**src/hw/backend_defines.svh**
```systemverilog
`ifndef BACKEND_DEFINES_SVH
`define BACKEND_DEFINES_SVH

// Physical register file geometry
`define BE_NREGS 64
`define BE_XLEN 32

// The init sequencer clears one index per cycle in all three banks
`define BE_INIT_CYCLES `BE_NREGS

// ALU opcodes, shifts take the low 5 bits of operand b
`define BE_OP_ADD 3'd0
`define BE_OP_SUB 3'd1
`define BE_OP_AND 3'd2
`define BE_OP_OR 3'd3
`define BE_OP_XOR 3'd4
`define BE_OP_SLL 3'd5
`define BE_OP_SRL 3'd6
// Signed compare, result is 0 or 1
`define BE_OP_SLT 3'd7

`endif

```
**src/hw/backend_pkg.sv**
```systemverilog
`include "backend_defines.svh"

package backend_pkg;

  // Data word and physical register index
  typedef logic [`BE_XLEN-1:0] xlen_t;
  typedef logic [$clog2(`BE_NREGS)-1:0] preg_t;
  typedef logic [2:0] alu_op_t;

  // An op as handed over by the issuer, one per lane
  typedef struct packed {
    logic    valid;
    alu_op_t op;
    preg_t   src_a;
    preg_t   src_b;
    preg_t   dest;
  } issue_t;

  // An op in execute, with its operands already resolved
  typedef struct packed {
    logic    valid;
    alu_op_t op;
    preg_t   dest;
    xlen_t   a;
    xlen_t   b;
  } exec_t;

  // A result on the execute bus, the writeback bus or the load fill port
  typedef struct packed {
    logic  valid;
    preg_t dest;
    xlen_t data;
  } result_t;

  // Bank clearing runs first, then the file serves normal traffic
  typedef enum logic {
    RF_CLEAR,
    RF_READY
  } rf_state_e;

endpackage

```
**src/hw/issue_stage.sv**
```systemverilog
module issue_stage import backend_pkg::*; (
  input  logic          clk_i,
  input  logic          arst_n_i,
  // Lane 0 is the older op of the pair
  input  issue_t        issue0_i,
  input  issue_t        issue1_i,
  input  logic          init_busy_i,
  // Sources go out in the issue cycle and forwarded data comes back the same cycle
  output preg_t  [3:0]  rd_src_o,
  input  xlen_t  [3:0]  rd_data_i,
  output exec_t         exec0_o,
  output exec_t         exec1_o
);

  issue_t lane_iss  [2];
  exec_t  lane_exec [2];

  assign lane_iss[0] = issue0_i;
  assign lane_iss[1] = issue1_i;

  for (genvar l = 0; l < 2; l++) begin : g_lane
    logic    valid_q;
    alu_op_t op_q;
    preg_t   dest_q;
    xlen_t   a_q;
    xlen_t   b_q;

    // Read ports 2l and 2l+1 belong to this lane
    assign rd_src_o[2*l]   = lane_iss[l].src_a;
    assign rd_src_o[2*l+1] = lane_iss[l].src_b;

    // Ops offered while the banks are still being cleared are dropped
    always_ff @(posedge clk_i or negedge arst_n_i) begin
      if (!arst_n_i) begin
        valid_q <= 1'b0;
      end else begin
        valid_q <= lane_iss[l].valid && !init_busy_i;
      end
    end

    // Payload follows only real issues so execute sees stable operands when idle
    always_ff @(posedge clk_i) begin
      if (lane_iss[l].valid) begin
        op_q   <= lane_iss[l].op;
        dest_q <= lane_iss[l].dest;
        a_q    <= rd_data_i[2*l];
        b_q    <= rd_data_i[2*l+1];
      end
    end

    assign lane_exec[l] = '{valid: valid_q, op: op_q, dest: dest_q, a: a_q, b: b_q};
  end

  assign exec0_o = lane_exec[0];
  assign exec1_o = lane_exec[1];

  // Both lanes reach writeback together and would collide in the register file
  a_distinct_dest: assert property (@(posedge clk_i) disable iff (!arst_n_i)
    (issue0_i.valid && issue1_i.valid && !init_busy_i) |->
      (issue0_i.dest != issue1_i.dest));

endmodule

```
**config.mk**
```make
export PLATFORM = sky130hd
export DESIGN_NAME = issue_stage
export DESIGN_NICKNAME = d
export VERILOG_FILES = /design/src/hw/backend_pkg.sv /design/src/hw/issue_stage.sv
export VERILOG_INCLUDE_DIRS = /design/src /design/src/hw
export SDC_FILE = /design/constraint.sdc
export NUM_CORES = 1
export LEC_CHECK = 0
export BUFFER_PORTS_ARGS = -buffer_cell sky130_fd_sc_hd__buf_2
export CORE_AREA = 2 2 135 137
export DETAILED_ROUTE_END_ITERATION = 10
export DIE_AREA = 0 0 137 139
export GPL_TIMING_DRIVEN = 0
export PLACE_DENSITY = 0.65
export SLEW_MARGIN = 20
export SYNTH_ARGS = -nofsm -noshare
export SYNTH_HDL_FRONTEND = slang
export SYNTH_SLANG_ARGS = --single-unit
```
**constraint.sdc**
```tcl
create_clock -name clk_i -period 0.8 [get_ports clk_i]
set_input_delay 0.08 -clock clk_i [delete_from_list [all_inputs] [get_ports clk_i]]
set_output_delay 0.08 -clock clk_i [all_outputs]
set_load 0.05 [all_outputs]
```
==> results by group, run 1 <==
Setup path
  • Crit path depth: 1
  • Req. time, crit path: 0.72 ns
  • Worst path max stage delay: 0.44 ns
  • Worst path arrival time: 1.03 ns
  • Largest delay share family, worst path: flip-flops
  • CP Buf/Inv Count: 1
  • Crit-path slowest cell: edfxtp_1
  • Setup Crit Path Kind: reg -> out
  • Worst setup SP type: flop
  • CP Max Fanout: 1
  • CP endpoint kind: primary output
  • Worst-path cell chain: buf_6

Clocking
  • CTS clk-pin slew, worst paths: 0.06 ns
  • Clock H-tree levels: 4
  • CTS max path bufs: 2
  • CTS Buf Count: 17
  • CTS tree: yes
  • Root Driver: clkbuf_16
  • Clk sinks: 148

Drt
  • Via count: 3562
  • Uppermost layer routed: met4
  • Drt pass-1 iters: 4
  • Metal3 WL: 1600 µm
  • Routed met1 length: 5110 µm
  • DR iter-0 viols: 123
  • Routed WL per cell: 16.0 µm
  • DR vias/cell: 3.93
  • DRC: 0
  • Met2 WL: 7440 µm
  • Post-DRT Antenna Nets: 0
  • Final WL: 14500 µm

STA
  • RSZ-0062 raised after global routing: true
  • Final slew viol count: 0
  • Slew margin rel.: 40.1%
  • Post-layout min period: 1.11 ns
  • Final period util: 139%
  • Max Fclk: 0.898 GHz
  • Endpoints failing hold: 0
  • Least-Margin Pin Slew: 0.898 ns
  • Final setup fails: 148
  • Slack of the critical path: -0.313 ns

Synth
  • Sequential area share after synthesis: 95.5%
  • Synthesized area: 4640 µm²
  • Synth Net Count: 351
  • Synth top area cells: edfxtp_1, buf_4, dfrtp_1
  • Synth Warn #: 0
  • Netlist cell types: 4
  • Synth Register Bits: 148
  • Count leader, synth: edfxtp_1
  • Yosys top cell area share: 94.4%
  • Cells after Synth: 176
  • Commonest cells in the netlist: edfxtp_1, buf_4, dfrtp_1, nor2b_1
  • Dominant cell type by area after synthesis: edfxtp_1
  • Async S/R FF share, synth: 1.35%
  • Post-synth top flop: edfxtp_1
  • Post-synth EDFFs: 146
  • Mean Syn Cell Area: 26.4 µm²

Floorplanning
  • Row count: 49
  • Die W: 137 µm
  • IO Pins: 347
  • Core ar.: 17700 µm²
  • Die area: 19000 µm²
  • DIE HEIGHT: 139 µm
  • Starting Density: 26.3%

Power and ir drop
  • Leakage: 4.04 nW
  • PwrDens: 2300 nW/µm²
  • Logic pwr share: 22.6%
  • Flop pwr share: 43.3%
  • Clk pwr share: 34.1%
  • Switch share: 29.6%
  • Pint: 0.0155 W
  • VDD IR max: 1.37 mV
  • Switching power: 0.00651 W

Global route
  • Largest net degree at the start of global routing: 75
  • Vias in the first global route: 3951
  • Total GRT Usage: 14.8%
  • First-pass GRT wire length: 21000 µm
  • Total gr overflow: 0
  • Initial antenna violation count: 0

Outcome
  • Status: finished, violations left
  • Failing checks: negative setup slack

Cells and area
  • Finished Layout Cells: 907
  • Multi-input gate area: 12.5 µm²
  • Post-layout net count: 840
  • Register area: 4430 µm²
  • Share of cells above drive strength 1: 55.5%
  • Fill count: 1358
  • Area delta synth->final: 105%
  • # diodes: 0

Job
  • Max_cap viols: 0

Placed design
  • RD Place Congestion: 0.696
  • Placed cells: 728
  • Pre-CTS setup slack: -0.383 ns
  • Hpwl dp: 9140 µm
  • PortBufs: 322

Min path
  • Hold Crit Class: in -> reg
  • Worst Hold Depth: 1
path summary, 6_finish.rpt:
| kind | endpoint | slack, ns | start |
|---|---|---|---|
| max in group asynchronous | g_lane[1].valid_q$_DFF_PN0_ | 0.15 | arst_n_i |
| min in group asynchronous | g_lane[0].valid_q$_DFF_PN0_ | 0.52 | arst_n_i |
| worst max-delay path | exec0_o[17] | -0.31 | g_lane[0].b_q[17]$_DFFE_PP_ |
| worst min-delay path | g_lane[0].a_q[3]$_DFFE_PP_ | 0.10 | issue0_i[21] |
per-layer routing:
metal  track usage, %  vias to the layer above
li1                 -                     1648
met1             14.9                     1668
met2             26.4                      223
met3             6.29                       23
met4             6.40                        0
met5                0                        -
layout make-up:
type,count,share of cell area [%]
buffer,24,1.89
clock buffer,18,4.50
clock inverter,14,1.34
multi-input combinational,2,0.131
sequential,148,46.5
tap,229,3.00
timing repair buffer,472,42.7
layout by cell type (no fill, tap or decap), drive strengths merged:
cell and instances:
buf 347, bufinv 1, clkbuf 18, clkinv 2, clkinvlp 7, dfrtp 2, dlygate4sd3 149, edfxtp 146
inv 4, nor2b 2
through the flow:
| step | power, W | hold WS [ns] | utilization [%] | cell area, µm² | setup TNS, ns |
|---|---|---|---|---|---|
| 3_5_place_dp | 0.0132 | -0.130 | 37.2 | 6570 | -39.91 |
| 2_1_floorplan | 0.0120 | -0.216 | - | 4640 | 0 |
| 4_1_cts | 0.0221 | 0.0750 | 54.0 | 9540 | -40.57 |
| 6_report | 0.0220 | 0.102 | 54.0 | 9540 | -36.89 |
| 5_1_grt | 0.0228 | 0.0837 | 54.0 | 9540 | -43.10 |
| 3_3_place_gp | 0.0131 | -0.135 | 37.0 | 6540 | -118.74 |
kinds of logic after synthesis:
family	share of synthesized area, %
and+or+nand+nor	0.269
buffers and inverters	4.20
DFF	95.5
power groups by stage:
stage / Combinational [W] / Sequential, W / Clock (W)
2_1_floorplan: 0.000354 / 0.0117 / 0
3_3_place_gp: 0.00362 / 0.00951 / 0
3_5_place_dp: 0.00368 / 0.00952 / 0
4_1_cts: 0.00495 / 0.00952 / 0.00767
5_1_grt: 0.00513 / 0.00957 / 0.00805
6_report: 0.00496 / 0.00953 / 0.00749
registers in the layout (all words and copies together), names as in the netlist:
signal,cells
g_lane.a_q,64
g_lane.dest_q,12
g_lane.valid_q,2
g_lane.op_q,6
g_lane.b_q,64
what timing repair did:
item,4_1_cts,5_1_grt
endpoints found under the setup margin,148,148
gates resized for setup,297,1
hold endpoints to repair,150,0
hold buffers,149,0
buffers inserted,0,0
Note: power is estimated with default switching activity, not from simulation.
==> run 2: changes to the inputs <==
Settings changed: GPL_TIMING_DRIVEN 0 to default, PLACE_DENSITY 0.65 to 0.63.
Clock period 0.8 ns to 1.3 ns, I/O delays scaled along.
==> run 2 against run 1 <==
Area after synthesis unchanged. Synthesized cell count is the same. The run now fails in clock tree synthesis.
==> results by group, run 2 <==
Outcome
  • Status: stopped before the end
  • Stopped at: clock tree synthesis
  • First Err: [ERROR RSZ-0060] Max buffer count reached.

Placed design
  • RD Place Congestion: 0.798
  • PortBufs: 298
  • Hpwl dp: 8970 µm

Clocking
  • Post-CTS setup buffers: 0
  • Resized cells post-CTS: 0
  • CTS Hold Bufs: 143
  • Root Driver: clkbuf_16
  • Clock H-tree levels: 4
  • CTS max path bufs: 2
  • Clk sinks: 148
  • CTS Buf Count: 17

Floorplanning
  • Die W: 137 µm
  • DIE HEIGHT: 139 µm
  • Row count: 49
  • IO Pins: 347
  • Starting Density: 26.3%

Synth
  • Dominant cell type by area after synthesis: edfxtp_1
  • Commonest cells in the netlist: edfxtp_1, buf_4, dfrtp_1, nor2b_1
  • Mean Syn Cell Area: 26.4 µm²
  • Cells after Synth: 176
  • Synth Register Bits: 148
  • Sequential area share after synthesis: 95.5%
  • Yosys top cell area share: 94.4%
  • Netlist cell types: 4
  • Synth Warn #: 0
  • Synth Net Count: 351
  • Post-synth EDFFs: 146
  • Post-synth top flop: edfxtp_1
  • Count leader, synth: edfxtp_1
  • Synth top area cells: edfxtp_1, buf_4, dfrtp_1
  • Synthesized area: 4640 µm²
  • Async S/R FF share, synth: 1.35%
==> run 2: stage by stage <==
step	hold slack [ns]	instance area [µm²]	worst slack [ns]	utilization, %	std cells
after global placement	-0.0837	6280	0.380	35.6	680
after detailed placement	-0.0832	6280	0.352	35.6	680
after floorplan	-0.166	4640	0.569	-	176
==> run 2: cell families after synthesis <==
| group | Yosys count | share of synthesized area (%) |
|---|---|---|
| simple gates | 2 | 0.269 |
| buf+inv | 26 | 4.20 |
| flops | 148 | 95.5 |
==> run 3: changes to the inputs <==
Settings changed: PLACE_DENSITY 0.63 to default, PLACE_DENSITY_LB_ADDON from default to 0.15.
==> run 3 against run 2 <==
The flow again stops in clock tree synthesis. Area after synthesis is the same. Synthesized cell count is the same.
==> results by group, run 3 <==
Floorplanning
  • DIE HEIGHT: 139 µm
  • Starting Density: 26.3%
  • IO Pins: 347
  • Row count: 49
  • Die W: 137 µm

Outcome
  • First Err: [ERROR RSZ-0060] Max buffer count reached.
  • Stopped at: clock tree synthesis
  • Status: stopped before the end

Synth
  • Cells after Synth: 176
  • Post-synth top flop: edfxtp_1
  • Sequential area share after synthesis: 95.5%
  • Mean Syn Cell Area: 26.4 µm²
  • Dominant cell type by area after synthesis: edfxtp_1
  • Synth Warn #: 0
  • Synth Register Bits: 148
  • Count leader, synth: edfxtp_1
  • Post-synth EDFFs: 146
  • Yosys top cell area share: 94.4%
  • Commonest cells in the netlist: edfxtp_1, buf_4, dfrtp_1, nor2b_1
  • Synthesized area: 4640 µm²
  • Synth top area cells: edfxtp_1, buf_4, dfrtp_1
  • Async S/R FF share, synth: 1.35%
  • Synth Net Count: 351
  • Netlist cell types: 4

Placed design
  • RD Place Congestion: 0.753
  • Hpwl dp: 8670 µm
  • PortBufs: 298

Clocking
  • Resized cells post-CTS: 0
  • Clk sinks: 148
  • Clock H-tree levels: 4
  • CTS Hold Bufs: 142
  • Root Driver: clkbuf_16
  • Post-CTS setup buffers: 0
  • CTS max path bufs: 2
  • CTS Buf Count: 17
[run 3: per-stage QoR]
step	std cells	setup WS [ns]	instance area [µm²]	hold slack, ns
floorplan	176	0.569	4640	-0.166
global placement	679	0.354	6260	-0.0835
detailed placement	679	0.333	6260	-0.0819
[run 3: logic make-up after synthesis]
family | share of synthesized area [%]
buf+inv | 4.20
flops | 95.5
simple gates | 0.269
